$ cat config.mk
export PLATFORM = sky130hd
export DESIGN_NAME = bus_soc
export DESIGN_NICKNAME = d
export VERILOG_FILES = /design/src/source/soc_pkg.sv /design/src/source/addr_decode.sv /design/src/source/bus_soc.sv /design/src/source/irq_ctrl.sv /design/src/source/memory_mapper.sv /design/src/source/uart_tx.sv /design/src/source/uart_tx_fifo.sv
export SDC_FILE = /design/constraint.sdc
export NUM_CORES = 1
export LEC_CHECK = 0
export BUFFER_PORTS_ARGS = -buffer_cell sky130_fd_sc_hd__clkbuf_2
export CORE_ASPECT_RATIO = 2
export CORE_MARGIN = 2
export CORE_UTILIZATION = 60
export DETAILED_ROUTE_END_ITERATION = 8
export GPL_TIMING_DRIVEN = 0
export PLACE_DENSITY = 0.79
export SLEW_MARGIN = 20
export SYNTH_ARGS = -nofsm -noshare
export SYNTH_HDL_FRONTEND = slang
export SYNTH_SLANG_ARGS = --single-unit
export TNS_END_PERCENT = 5
$ cat constraint.sdc
create_clock -name clk -period 5 [get_ports clk]
set_input_delay 1.25 -clock clk [delete_from_list [all_inputs] [get_ports clk]]
set_output_delay 1.25 -clock clk [all_outputs]
set_load 0.02 [all_outputs]
$ cat src/source/soc_pkg.sv
package soc_pkg;

    localparam int clks_per_bit = 4;   // short bit time for simulation
    localparam int baud_w = $clog2(clks_per_bit);
    localparam int fifo_depth = 8;
    localparam int fifo_aw = 3;
    localparam int phys_aw = 20;

    // io window
    localparam logic [15:0] uart_data_addr = 16'h7FF0;
    localparam logic [15:0] uart_stat_addr = 16'h7FF1;   // read only
    localparam logic [15:0] irq_addr = 16'h7FF4;
    localparam logic [15:0] board_addr = 16'h7FF5;
    localparam logic [15:0] mm_en_addr = 16'h7FF8;
    localparam logic [15:0] mm_base_addr = 16'h7FE0;    // 16 page regs

    localparam int irq_button_bit = 0;
    localparam int irq_uart_bit = 1;

    typedef enum logic [2:0] {
        dev_none,
        dev_uart_data,
        dev_uart_stat,
        dev_irq,
        dev_board,
        dev_mm_page,
        dev_mm_en
    } dev_sel_t;

    typedef enum logic [1:0] {
        tx_idle,
        tx_start,
        tx_data,
        tx_stop
    } tx_state_t;

endpackage

$ cat src/source/addr_decode.sv
`timescale 1ns/1ns

module addr_decode
    import soc_pkg::*;
(
    input  logic [15:0] addr,
    output dev_sel_t    dev
);

    logic page_hit;

    assign page_hit = (addr[15:4] == mm_base_addr[15:4]);   // 7FE0..7FEF

    always_comb begin
        dev = dev_none;
        if (addr == uart_data_addr) begin
            dev = dev_uart_data;
        end
        else if (addr == uart_stat_addr) begin
            dev = dev_uart_stat;
        end
        else if (addr == irq_addr) begin
            dev = dev_irq;
        end
        else if (addr == board_addr) begin
            dev = dev_board;
        end
        else if (addr == mm_en_addr) begin
            dev = dev_mm_en;
        end
        else if (page_hit) begin
            dev = dev_mm_page;
        end
    end

endmodule

$ cat src/source/bus_soc.sv
`timescale 1ns/1ns

module bus_soc
    import soc_pkg::*;
(
    input  logic               clk,
    input  logic               rst,
    input  logic [15:0]        addr,
    input  logic               rw,
    input  logic               bus_valid,
    input  logic [7:0]         data_in,
    output logic [7:0]         data_out,
    output logic [phys_aw-1:0] phys_addr,
    input  logic               button_n,
    input  logic [7:0]         sw,
    output logic [7:0]         led,
    output logic               txd,
    output logic               irqb
);

    dev_sel_t   dev;
    logic       we;
    logic [7:0] mm_rd_data;
    logic [7:0] irq_flags;
    logic [7:0] uart_status;
    logic [7:0] fifo_data;
    logic       fifo_push;
    logic       fifo_pop;
    logic       fifo_full;
    logic       fifo_empty;
    logic       tx_busy;
    logic       tx_done;
    logic       uart_irq;

    assign we = bus_valid && !rw;   // rw high = read
    assign fifo_push = we && (dev == dev_uart_data);
    assign uart_irq = tx_done && fifo_empty;   // queue drained
    assign uart_status = {5'b0, fifo_empty, tx_busy, fifo_full};

    addr_decode i_addr_decode (.addr(addr), .dev(dev));

    memory_mapper i_memory_mapper (
        .clk(clk), .rst(rst), .dev(dev), .we(we), .addr(addr),
        .data_in(data_in), .rd_data(mm_rd_data), .phys_addr(phys_addr)
    );

    irq_ctrl i_irq_ctrl (
        .clk(clk), .rst(rst), .we(we && dev == dev_irq), .data_in(data_in),
        .button_n(button_n), .uart_irq(uart_irq), .flags(irq_flags), .irqb(irqb)
    );

    uart_tx_fifo i_uart_tx_fifo (
        .clk(clk), .rst(rst), .push(fifo_push), .push_data(data_in), .pop(fifo_pop),
        .pop_data(fifo_data), .full(fifo_full), .empty(fifo_empty)
    );

    uart_tx i_uart_tx (
        .clk(clk), .rst(rst), .fifo_empty(fifo_empty), .fifo_data(fifo_data),
        .pop(fifo_pop), .txd(txd), .busy(tx_busy), .done(tx_done)
    );

    always_ff @(posedge clk) begin
        if (rst) begin
            led <= 8'h00;
        end
        else if (we && dev == dev_board) begin
            led <= data_in;
        end
    end

    always_comb begin
        case (dev)
            dev_uart_stat: data_out = uart_status;
            dev_irq:       data_out = irq_flags;
            dev_board:     data_out = sw;
            dev_mm_page,
            dev_mm_en:     data_out = mm_rd_data;
            default:       data_out = 8'h00;   // also uart data and unmapped
        endcase
    end

endmodule

$ cat src/source/irq_ctrl.sv
`timescale 1ns/1ns

module irq_ctrl
    import soc_pkg::*;
(
    input  logic       clk,
    input  logic       rst,
    input  logic       we,
    input  logic [7:0] data_in,
    input  logic       button_n,
    input  logic       uart_irq,
    output logic [7:0] flags,
    output logic       irqb
);

    logic [7:0] set_v;

    always_comb begin
        set_v = 8'h00;
        set_v[irq_button_bit] = ~button_n;   // level, active low
        set_v[irq_uart_bit] = uart_irq;
    end

    // a set at the same edge as a clear keeps its bit
    always_ff @(posedge clk) begin
        if (rst) begin
            flags <= 8'h00;
        end
        else if (we) begin
            flags <= (flags & data_in) | set_v;
        end
        else begin
            flags <= flags | set_v;
        end
    end

    assign irqb = ~|flags;

endmodule

$ cat src/source/memory_mapper.sv
`timescale 1ns/1ns

module memory_mapper
    import soc_pkg::*;
(
    input  logic               clk,
    input  logic               rst,
    input  dev_sel_t           dev,
    input  logic               we,
    input  logic [15:0]        addr,
    input  logic [7:0]         data_in,
    output logic [7:0]         rd_data,
    output logic [phys_aw-1:0] phys_addr
);

    logic [7:0] pages [16];
    logic       en;

    always_ff @(posedge clk) begin
        if (rst) begin
            en <= 1'b0;
            for (int i = 0; i < 16; i++) begin
                pages[i] <= 8'(i);   // identity map
            end
        end
        else if (we) begin
            if (dev == dev_mm_page) begin
                pages[addr[3:0]] <= data_in;
            end
            if (dev == dev_mm_en) begin
                en <= data_in[0];
            end
        end
    end

    always_comb begin
        case (dev)
            dev_mm_page: rd_data = pages[addr[3:0]];
            dev_mm_en:   rd_data = {7'b0, en};
            default:     rd_data = 8'h00;
        endcase
    end

    // top nibble picks the page, offset passes through
    always_comb begin
        if (en) begin
            phys_addr = {pages[addr[15:12]], addr[11:0]};
        end
        else begin
            phys_addr = {{(phys_aw - 16){1'b0}}, addr};
        end
    end

endmodule

$ cat src/source/uart_tx.sv
`timescale 1ns/1ns

module uart_tx
    import soc_pkg::*;
(
    input  logic       clk,
    input  logic       rst,
    input  logic       fifo_empty,
    input  logic [7:0] fifo_data,
    output logic       pop,
    output logic       txd,
    output logic       busy,
    output logic       done
);

    tx_state_t         state;
    logic [baud_w-1:0] cnt;
    logic [2:0]        bit_idx;
    logic [7:0]        shreg;
    logic              baud_end;

    assign baud_end = (cnt == baud_w'(clks_per_bit - 1));
    assign done = (state == tx_stop) && baud_end;
    // fetch from idle, or straight out of the stop bit for back to back frames
    assign pop = ((state == tx_idle) || done) && !fifo_empty;
    assign busy = (state != tx_idle);

    always_ff @(posedge clk) begin
        if (rst) begin
            state <= tx_idle;
            cnt <= '0;
            bit_idx <= '0;
        end
        else begin
            cnt <= (baud_end || state == tx_idle) ? '0 : cnt + 1'b1;
            case (state)
                tx_idle: if (pop) state <= tx_start;
                tx_start: begin
                    if (baud_end) begin
                        state <= tx_data;
                        bit_idx <= '0;
                    end
                end
                tx_data: begin
                    if (baud_end) begin
                        bit_idx <= bit_idx + 1'b1;
                        if (bit_idx == 3'd7) state <= tx_stop;
                    end
                end
                tx_stop: if (baud_end) state <= pop ? tx_start : tx_idle;
                default: state <= tx_idle;
            endcase
        end
    end

    always_ff @(posedge clk) begin
        if (pop) begin
            shreg <= fifo_data;
        end
        else if (state == tx_data && baud_end) begin
            shreg <= shreg >> 1;   // lsb first
        end
    end

    assign txd = (state == tx_start) ? 1'b0 : (state == tx_data) ? shreg[0] : 1'b1;

endmodule

$ cat src/source/uart_tx_fifo.sv
`timescale 1ns/1ns

module uart_tx_fifo
    import soc_pkg::*;
(
    input  logic       clk,
    input  logic       rst,
    input  logic       push,
    input  logic [7:0] push_data,
    input  logic       pop,
    output logic [7:0] pop_data,
    output logic       full,
    output logic       empty
);

    logic [7:0]         mem [fifo_depth];
    logic [fifo_aw-1:0] wr_ptr;
    logic [fifo_aw-1:0] rd_ptr;
    logic [fifo_aw:0]   count;
    logic               push_ok;
    logic               pop_ok;

    assign full = (count == (fifo_aw + 1)'(fifo_depth));
    assign empty = (count == '0);
    assign push_ok = push && !full;   // dropped when full
    assign pop_ok = pop && !empty;

    always_ff @(posedge clk) begin
        if (push_ok) begin
            mem[wr_ptr] <= push_data;
        end
    end

    assign pop_data = mem[rd_ptr];   // show-ahead

    always_ff @(posedge clk) begin
        if (rst) begin
            wr_ptr <= '0;
            rd_ptr <= '0;
            count <= '0;
        end
        else begin
            if (push_ok) begin
                wr_ptr <= wr_ptr + 1'b1;
            end
            if (pop_ok) begin
                rd_ptr <= rd_ptr + 1'b1;
            end
            count <= count + {{fifo_aw{1'b0}}, push_ok} - {{fifo_aw{1'b0}}, pop_ok};
        end
    end

endmodule
# [Yosys cells after proc, flatten, opt, wreduce, memory -nomap -nowiden]
# Memories as Yosys holds them, arrays and structs flattened. A register that Yosys moved wholly into a read port is not among the register bits.
# Cells that the tools add are included.
[op_classes] eq_ne=23 add_sub_neg=6 reduce_logical=28 mux=37 n_bitwise=4 shift=0 order_cmp=0 mul=0 div_mod_pow=0
[op_table] cell="16-bit by 15-bit equality test with 1-bit output (second input constant)" count=5
[op_table] cell="8-bit two-way mux" count=4
[op_table] cell="8-bit case mux with 4 select lines" count=1
[op_table] cell="3-bit two-way mux" count=10
[op_table] cell="20-bit two-way mux" count=1
[op_table] cell="8-bit by 2-bit OR with 8-bit output" count=2
[op_table] cell="8-bit case mux with 2 select lines" count=1
[op_table] cell="8-bit OR reduction" count=2
[op_table] cell="12-bit by 11-bit equality test with 1-bit output (second input constant)" count=1
[op_table] cell="3-bit equality test (second input constant)" count=4
[op_table] cell="1-bit two-way mux" count=12
[op_table] cell="1-bit logical AND" count=10
[op_table] cell="2-bit two-way mux" count=5
[op_table] cell="2-bit by 1-bit != test with 1-bit output (second input constant)" count=5
[op_table] cell="3-bit by 1-bit adder with 3-bit output (second input constant)" count=3
[op_table] cell="8-bit AND" count=1
[op_table] cell="2-bit case mux with 4 select lines" count=1
[op_table] cell="2-bit equality test (second input constant)" count=3
[op_table] cell="3-bit by 2-bit equality test with 1-bit output (second input constant)" count=2
[op_table] cell="3-bit case mux with 2 select lines" count=1
[op_table] cell="2-bit nonzero test" count=3
[op_table] cell="5-bit AND reduction" count=1
[op_table] cell="4-bit by 1-bit adder with 4-bit output" count=1
[op_table] cell="4-bit equality test (second input constant)" count=1
[op_table] cell="13 further kinds" count=18
[totals] n_memories=2 romBits=0 elab_cells=110 latch_bits=0 out_inout_bits=38 ram_bits=192 regBits=42
[mem_list] name="i_memory_mapper.pages" depth=16 width=8 read_ports=2 rd_clocked_by_memory_dff=0 wr=16 line_no="memory_mapper.sv:16" rtl="logic [7:0] pages [16];"
[mem_list] name="i_uart_tx_fifo.mem" depth=8 width=8 read_ports=1 rd_clocked_by_memory_dff=1 wr=1 line_no="uart_tx_fifo.sv:16" rtl="logic [7:0] mem [fifo_depth];"

# [Longest topological paths before layout]
# Gate-level depths: netlist of the first run.
[logic_depth] depth_word=14 mapped_depth=12 depth_no_buf=11

# [Cells and area by module]
# A second synthesis of the first run with hierarchy kept.
[unflattened] hier_cells=853 hier_area_um2=12355.6
[modules_own_cells] module="memory_mapper" cells_per_inst=491 n_inst=1 area_each_um2=7219.4 seq_area_each_um2=3863.7
[modules_own_cells] module="uart_tx_fifo" cells_per_inst=174 n_inst=1 area_each_um2=3180.6 seq_area_each_um2=2182.1
[modules_own_cells] module="uart_tx" cells_per_inst=64 n_inst=1 area_each_um2=830.8 seq_area_each_um2=380.4
[modules_own_cells] module="bus_soc" cells_per_inst=80 n_inst=1 area_each_um2=715.7 seq_area_each_um2=160.2
[modules_own_cells] module="irq_ctrl" cells_per_inst=30 n_inst=1 area_each_um2=305.3 seq_area_each_um2=160.2
[modules_own_cells] module="addr_decode" cells_per_inst=14 n_inst=1 area_each_um2=103.8 seq_area_each_um2=0.0

# [Least setup slack after synthesis of the first run]
# No wires, ideal clock.
[synth_path] path_type="input-to-output" from="in addr[0]" to="out data_out[0]" t_arrival_ns=3.081 setup_slack_ns=0.669 stages=6 path_cell_list="buf_2 > buf_1 > mux4_2 > mux2_2 > a21oi_1 > o211ai_1"
[synth_between] elab_chain_cells=9
[synth_rtl] item="from (decl)" line_no="bus_soc.sv:8" rtl="input logic [15:0] addr,"
[synth_rtl] item="16-bit by 15-bit equality test with 1-bit output" line_no="addr_decode.sv:28" rtl="else if (addr == mm_en_addr) begin"
[synth_rtl] item="3-bit two-way mux" line_no="addr_decode.sv:28"
[synth_rtl] item="3-bit two-way mux" line_no="addr_decode.sv:25" rtl="else if (addr == board_addr) begin"
[synth_rtl] item="3-bit two-way mux" line_no="addr_decode.sv:22" rtl="else if (addr == irq_addr) begin"
[synth_rtl] item="3-bit two-way mux" line_no="addr_decode.sv:19" rtl="else if (addr == uart_stat_addr) begin"
[synth_rtl] item="3-bit two-way mux" line_no="addr_decode.sv:16" rtl="if (addr == uart_data_addr) begin"
[synth_rtl] item="3-bit equality test" line_no="bus_soc.sv:72, memory_mapper.sv:37"
[synth_rtl] item="8-bit case mux with 2 select lines / 2-bit OR reduction (equally long branches)" line_no="memory_mapper.sv:37, bus_soc.sv:72"
[synth_rtl] item="8-bit case mux with 4 select lines (*)" line_no="bus_soc.sv:72" rtl="case (dev)"
[synth_rtl] item="to (decl)" line_no="bus_soc.sv:12" rtl="output logic [7:0] data_out,"
# Every way passes the cells marked *; elsewhere a longest branch is shown, timed or not.

# [Worst setup path after layout of the first run]
[layout_path] from="in addr[2]" to="out data_out[7]"
# Same word-level chain as after synthesis.

==> results of run 1 <==
==> cell families after synthesis <==
family | share of synthesized area (%)
AND/OR/NAND/NOR | 14.0
flip-flops | 57.9
multiplexers | 19.8
buffers and inverters | 3.04
AO/OA/AOI/OAI | 3.23
adder cells (fa/ha/maj) | 1.78
XOR/XNOR | 0.376
==> final cells by class <==
class                           instances  area (um2)
Tap cell                              259         324
Fill cell                            1352        6110
Inverter                               14        52.6
Sequential cell                       237        6750
Clock buffer                           26         554
Clock inverter                         10         106
Timing Repair Buffer                   72         363
Antenna cell                            2        5.00
Buffer                                 62         318
Multi-Input combinational cell        495        4610
==> timing repair <==
item	in CTS	in global routing
endpoints found under the hold margin	0	0
resized for setup	8	5
endpoints found under the setup margin	7	6
==> how the worst min path moves through the flow <==
| stage | startpoint | to | slack, ns | cells past startpoint |
|---|---|---|---|---|
| 4_1_cts | i_uart_tx.cnt[0]$_SDFF_PP0_ | i_uart_tx.cnt[0]$_SDFF_PP0_ | 0.43 | 1 |
| 2_1_floorplan | i_uart_tx.cnt[0]$_SDFF_PP0_ | i_uart_tx.cnt[0]$_SDFF_PP0_ | 0.41 | 1 |
| 3_3_place_gp | i_uart_tx.cnt[0]$_SDFF_PP0_ | i_uart_tx.cnt[0]$_SDFF_PP0_ | 0.42 | 1 |
| 6_report | i_uart_tx.cnt[0]$_SDFF_PP0_ | i_uart_tx.cnt[0]$_SDFF_PP0_ | 0.44 | 1 |
| 3_5_place_dp | i_uart_tx.cnt[0]$_SDFF_PP0_ | i_uart_tx.cnt[0]$_SDFF_PP0_ | 0.42 | 1 |
| 5_1_grt | i_uart_tx.cnt[0]$_SDFF_PP0_ | i_uart_tx.cnt[0]$_SDFF_PP0_ | 0.45 | 1 |
==> metal layers <==
| layer | vias up | GRT usage, % | wire length, um |
|---|---|---|---|
| met1 | 3729 | 30.8 | 9300 |
| met4 | 0 | 24.0 | 2790 |
| met3 | 136 | 5.94 | 1950 |
| li1 | 3275 | - | - |
| met2 | 349 | 55.7 | 17200 |
| met5 | - | 0 | 0 |
==> cell usage in the layout, fill, tap and decap left out, types with 21 or more instances in the layout <==
| master | synthesis | routed |
|---|---|---|
| nor2_1 | 57 | 57 |
| and2_1 | 96 | 96 |
| edfxtp_1 | 200 | 200 |
| or3_1 | 27 | 27 |
| mux4_2 | 80 | 80 |
| dfxtp_1 | 37 | 37 |
| mux2i_1 | 39 | 38 |
| clkbuf_2 | 1 | 74 |
| clkbuf_1 | 33 | 33 |
| clkbuf_16 | 0 | 21 |
==> cells in the mapped netlist (12+ instances only) <==
cell type / count
buf_4: 13
dfxtp_1: 37
ha_1: 15
and2_1: 96
mux2i_1: 39
edfxtp_1: 200
nand2b_1: 16
or2_2: 16
o21ai_0: 14
nor3_1: 12
a21oi_1: 20
nor2_1: 57
clkbuf_1: 33
or3_1: 27
inv_1: 14
mux4_2: 80
nand2_1: 20
==> power by group <==
part | switching (uW) | total (uW) | internal, uW
registers | 64.3 | 2360 | 2290
logic | 526 | 916 | 390
clock network | 708 | 1600 | 893
==> worst reg2reg max path: stages, from the launching register on <==
cell and delay, ns:
dfxtp_1 0.34, ha_1 0.14, clkbuf_1 0.31, a21oi_1 0.19
nor2_1 0.60, clkbuf_1 0.44, ha_1 0.31, inv_1 0.05
ha_1 0.15, inv_1 0.06, fa_1 0.40, xor2_1 0.14
nor2_1 0.05
==> state kept, by name, indices dropped and copies added (netlist names), named ones only <==
register and count:
i_uart_tx_fifo.count 4, i_memory_mapper.en 1, i_uart_tx_fifo.rd_ptr 3, i_uart_tx.cnt 2, i_memory_mapper.pages 128, i_uart_tx_fifo.mem 64
i_uart_tx_fifo.wr_ptr 3, i_uart_tx.shreg 8, i_irq_ctrl.flags 8, led 8, i_uart_tx.state 2, i_uart_tx.bit_idx 3
==> through the flow <==
| stage | setup TNS [ns] | instances | cell area (um2) | power, uW |
|---|---|---|---|---|
| detailed placement | -1.10 | 1140 | 12400 | 3310 |
| CTS | 0 | 1176 | 13100 | 4880 |
| floorplan | 0 | 809 | 11700 | 3020 |
| finish | 0 | 1177 | 13100 | 4880 |
| global placement | -1.07 | 1138 | 12300 | 3280 |
| global route | 0 | 1175 | 13100 | 5050 |
==> metrics.txt, run 1 <==
final period utilization 98.5%; synthesized area 11700 um2; Most used DFF post-synth edfxtp_1; Async S/R FF share, synth 0%; final core area utilization 68.1%; final hold violation count 0; Synth Register Bits 237; EDFF count, synth 200; initial antenna violation count 3; CTS tree yes; CTS hold repair buffers 0; leakage 0.00461 uW; crit path DAT 3.68 ns; ANT nets after route 0; RR Endpoint i_uart_tx_fifo.count[2]$_SDFF_PP0_; via/cell ratio 6.36; Tightest Pin Transition 1.13 ns; Yosys top cell by area edfxtp_1; Detailed Route Iter0 Violations 577; Core ar. 19200 um2; Via Count 7489; Yosys warning count 0; Final Worst Setup Slack 0.0743 ns; fmax 203 MHz; Fin Clk Skew 0.0177 ns; top cell type's share of synthesized area 51.5%; Critical Path Fanout Max 10; WS Path Type in -> out; worst r2r src i_uart_tx.cnt[0]$_SDFF_PP0_; CTS clk-pin slew, worst paths 0.07 ns; Top-Level Pins 75; grt ovf 0; Site Rows 72; clk_lat worst skew 0.51 ns; largest cells by area after synthesis edfxtp_1 52%, mux4_2 15%, dfxtp_1 6.4%; area delta synth->final 12.1%; CP Launch Type primary input; WP depth 7; crit path from addr[2]; fin. max-slew vios 0; Worst slew margin 24.4%; Worst setup EP type output port; Synth Instances 809; Final HPWL DP 22.9 mm; drt total wl 31.2 mm; Total GRT Usage 31.4%; largest net degree at the start of global routing 19; slowest stage delay, CP 0.51 ns; peak supply drop 0.000314 V; share of cells above drive strength 1 27.2%; clk buf depth 3; Req. time, crit path 3.75 ns; number of global-route vias before repair 7958; Setup Buffers After CTS 0; RSZ-0062 raised after global routing false; Pre-antenna DRT Iters 5; Avg Synthesized Cell Area 14.4 um2; remaining routing DRC violations 0; Post-Route Hold Slack 0.437 ns; clock root cell clkbuf_16; crit path time final 4.93 ns; status completed; Die Span X 103 um; Slowest-stage cell, CP buf_1; Bufs and invs on worst path 4; post-synthesis sequential area ratio 57.9%; total CTS buffers 20; Reg2Reg Depth 12; drt wl/cell 26.5 um; PD cells 373 nW/um2; fin nets 955; syn nets 862; first-pass GRT wire length 46.5 mm; # clock sinks 237; die area 20600 um2; initial core utilization 60.8%; crit path to data_out[7]; Unique masters post-synth 49; worst-path cell chain clkbuf_1 > buf_1 > buf_2 > mux2i_1 > o21ai_0 > a221o_1 > clkbuf_2; H-tree Lvls 1; Worst Hold Class reg -> reg; setup violators final 0; dpl ws -0.268 ns; Die Y 201 um; R2R Setup Slk 1.68 ns; port buffer count 70; cell family with most CP delay buffers and inverters; gpl congestion 0.973; Max-Cap Viols 0
(Power assumes the default switching activity.)
==> run 2, diff against run 1 <==
Settings changed: GPL_TIMING_DRIVEN 0 to unset.
==> run 2 against run 1 <==
Fmax up 3.2%; utilization decreased by 0.55 points; wire length is 0.25% lower; clock skew shrank 0.0032 ns; first-iteration DRC count fell by 12%; non-clock buffer count shrank 25; power down 1.3%; worst setup slack improved by 0.15 ns; largest cell class unchanged.
==> metrics.txt, run 2 (synthesis gave the netlist of run 1 again) <==
status completed; max FFs per register 128; port buffer count 74; grt ovf 0; CTS tree yes; Pre-antenna DRT Iters 6; Via Count 7425; area delta synth->final 11.2%; CTS clk-pin slew, worst paths 0.07 ns; most frequent cells in the layout 200 x edfxtp_1, 96 x and2_1, 80 x mux4_2; drt wl/cell 27.0 um; setup TNS 0 ns; worst-path cell chain clkbuf_2 > buf_4 > mux4_2 > mux2i_1 > o21ai_0 > a221o_1 > clkbuf_2; RR Endpoint i_uart_tx_fifo.count[2]$_SDFF_PP0_; Min-Delay Startpoint i_uart_tx.cnt[0]$_SDFF_PP0_; Fin Clk Skew 0.0145 ns; Die Span X 103 um; Worst Hold Class reg -> reg; CP Launch Type primary input; Endpoint, Worst Hold i_uart_tx.cnt[0]$_SDFF_PP0_; clk_lat worst skew 0.50 ns; dpl ws 0.256 ns; initial antenna violation count 0; WS Path Type in -> out; total CTS buffers 21; Setup Buffers After CTS 0; Hold Crit Depth 1; biggest registers after layout i_memory_mapper.pages x128, i_uart_tx_fifo.mem x64; fin nets 931; # clock sinks 237; final period utilization 95.4%; fmax 210 MHz; Detailed Route Iter0 Violations 507; Final Worst Setup Slack 0.228 ns; most common cell after layout, fill and taps aside edfxtp_1; CTS hold repair buffers 0; share of cells above drive strength 1 28.1%; Tightest Pin Transition 0.901 ns; Req. time, crit path 3.75 ns; number of global-route vias before repair 8024; worst r2r src i_uart_tx.state[0]$_SDFFE_PP0P_; Critical Path Fanout Max 13; final hold violation count 0; PD cells 371 nW/um2; gpl congestion 0.962; Worst setup EP type output port; crit path time final 4.77 ns; fin. max-slew vios 0; Antenna Cells 0; Top-Level Pins 75; RSZ-0062 raised after global routing false; Reg2Reg Depth 11; remaining routing DRC violations 0; R2R Setup Slk 2.09 ns; Final HPWL DP 22.4 mm; crit path DAT 3.52 ns; Core ar. 19200 um2; die area 20600 um2; clk buf depth 3; Max-Cap Viols 0; register bank with the most flops i_memory_mapper.pages; H-tree Lvls 1; Slowest-stage cell, CP mux4_2; largest net degree at the start of global routing 52; setup violators final 0; clock root cell clkbuf_16; Total GRT Usage 31.1%; Die Y 201 um; Worst slew margin 39.5%; peak supply drop 0.000416 V; Most common cell on crit path clkbuf_2; slowest stage delay, CP 0.52 ns; leakage 0.00461 uW; first-pass GRT wire length 46.4 mm; drt total wl 31.1 mm; Site Rows 72; initial core utilization 60.8%; post-cts resize count 0; via/cell ratio 6.45; ANT nets after route 0
## run 2: worst max-delay path: cells and delay by family
family	cells	cell delay, ns
AOI/OAI and AO/OA	2	0.63
buffers and inverters	3	0.95
muxes	2	0.67
## run 2: power by group
part	switching, uW	internal, uW
clock network	728	832
registers	128	2300
logic	446	378
total	1300	3510
## run 2: layer usage
| layer | up-vias | share of wire [%] | GRT usage [%] |
|---|---|---|---|
| met5 | - | 0 | 0 |
| met4 | 0 | 9.9 | 24.9 |
| met3 | 139 | 6.1 | 5.31 |
| met2 | 359 | 54 | 55.0 |
| met1 | 3711 | 30 | 30.3 |
| li1 | 3216 | - | - |
## run 2: metrics by stage
step                power [uW]  cells  hold slack (ns)  instance area (um2)  util [%]
floorplan                 3020    809            0.405                11700         -
finish                    4810   1151            0.439                13000      67.6
detailed placement        3280   1114            0.425                12300      64.3
global route              4960   1151            0.439                13000      67.6
global placement          3230   1114            0.416                12300      64.2
CTS                       4810   1151            0.434                13000      67.6
## run 2: worst max-delay path by stage
stage               startpoint           to  slack (ns)
finish                 addr[0]  data_out[6]        0.23
global route           addr[0]  data_out[5]        0.11
CTS                    addr[0]  data_out[6]        0.24
detailed placement     addr[0]  data_out[6]        0.26
global placement       addr[0]  data_out[6]        0.27
floorplan              addr[0]  data_out[0]        0.67
## run 2: layout make-up
| class | instances | area, um2 |
|---|---|---|
| inverter | 14 | 52.6 |
| clock inverter | 12 | 97.6 |
| clock buffer | 25 | 541 |
| tap | 259 | 324 |
| multi-input combinational | 495 | 4560 |
| fill | 1310 | 6220 |
| timing repair buffer | 109 | 646 |
| sequential | 237 | 6750 |
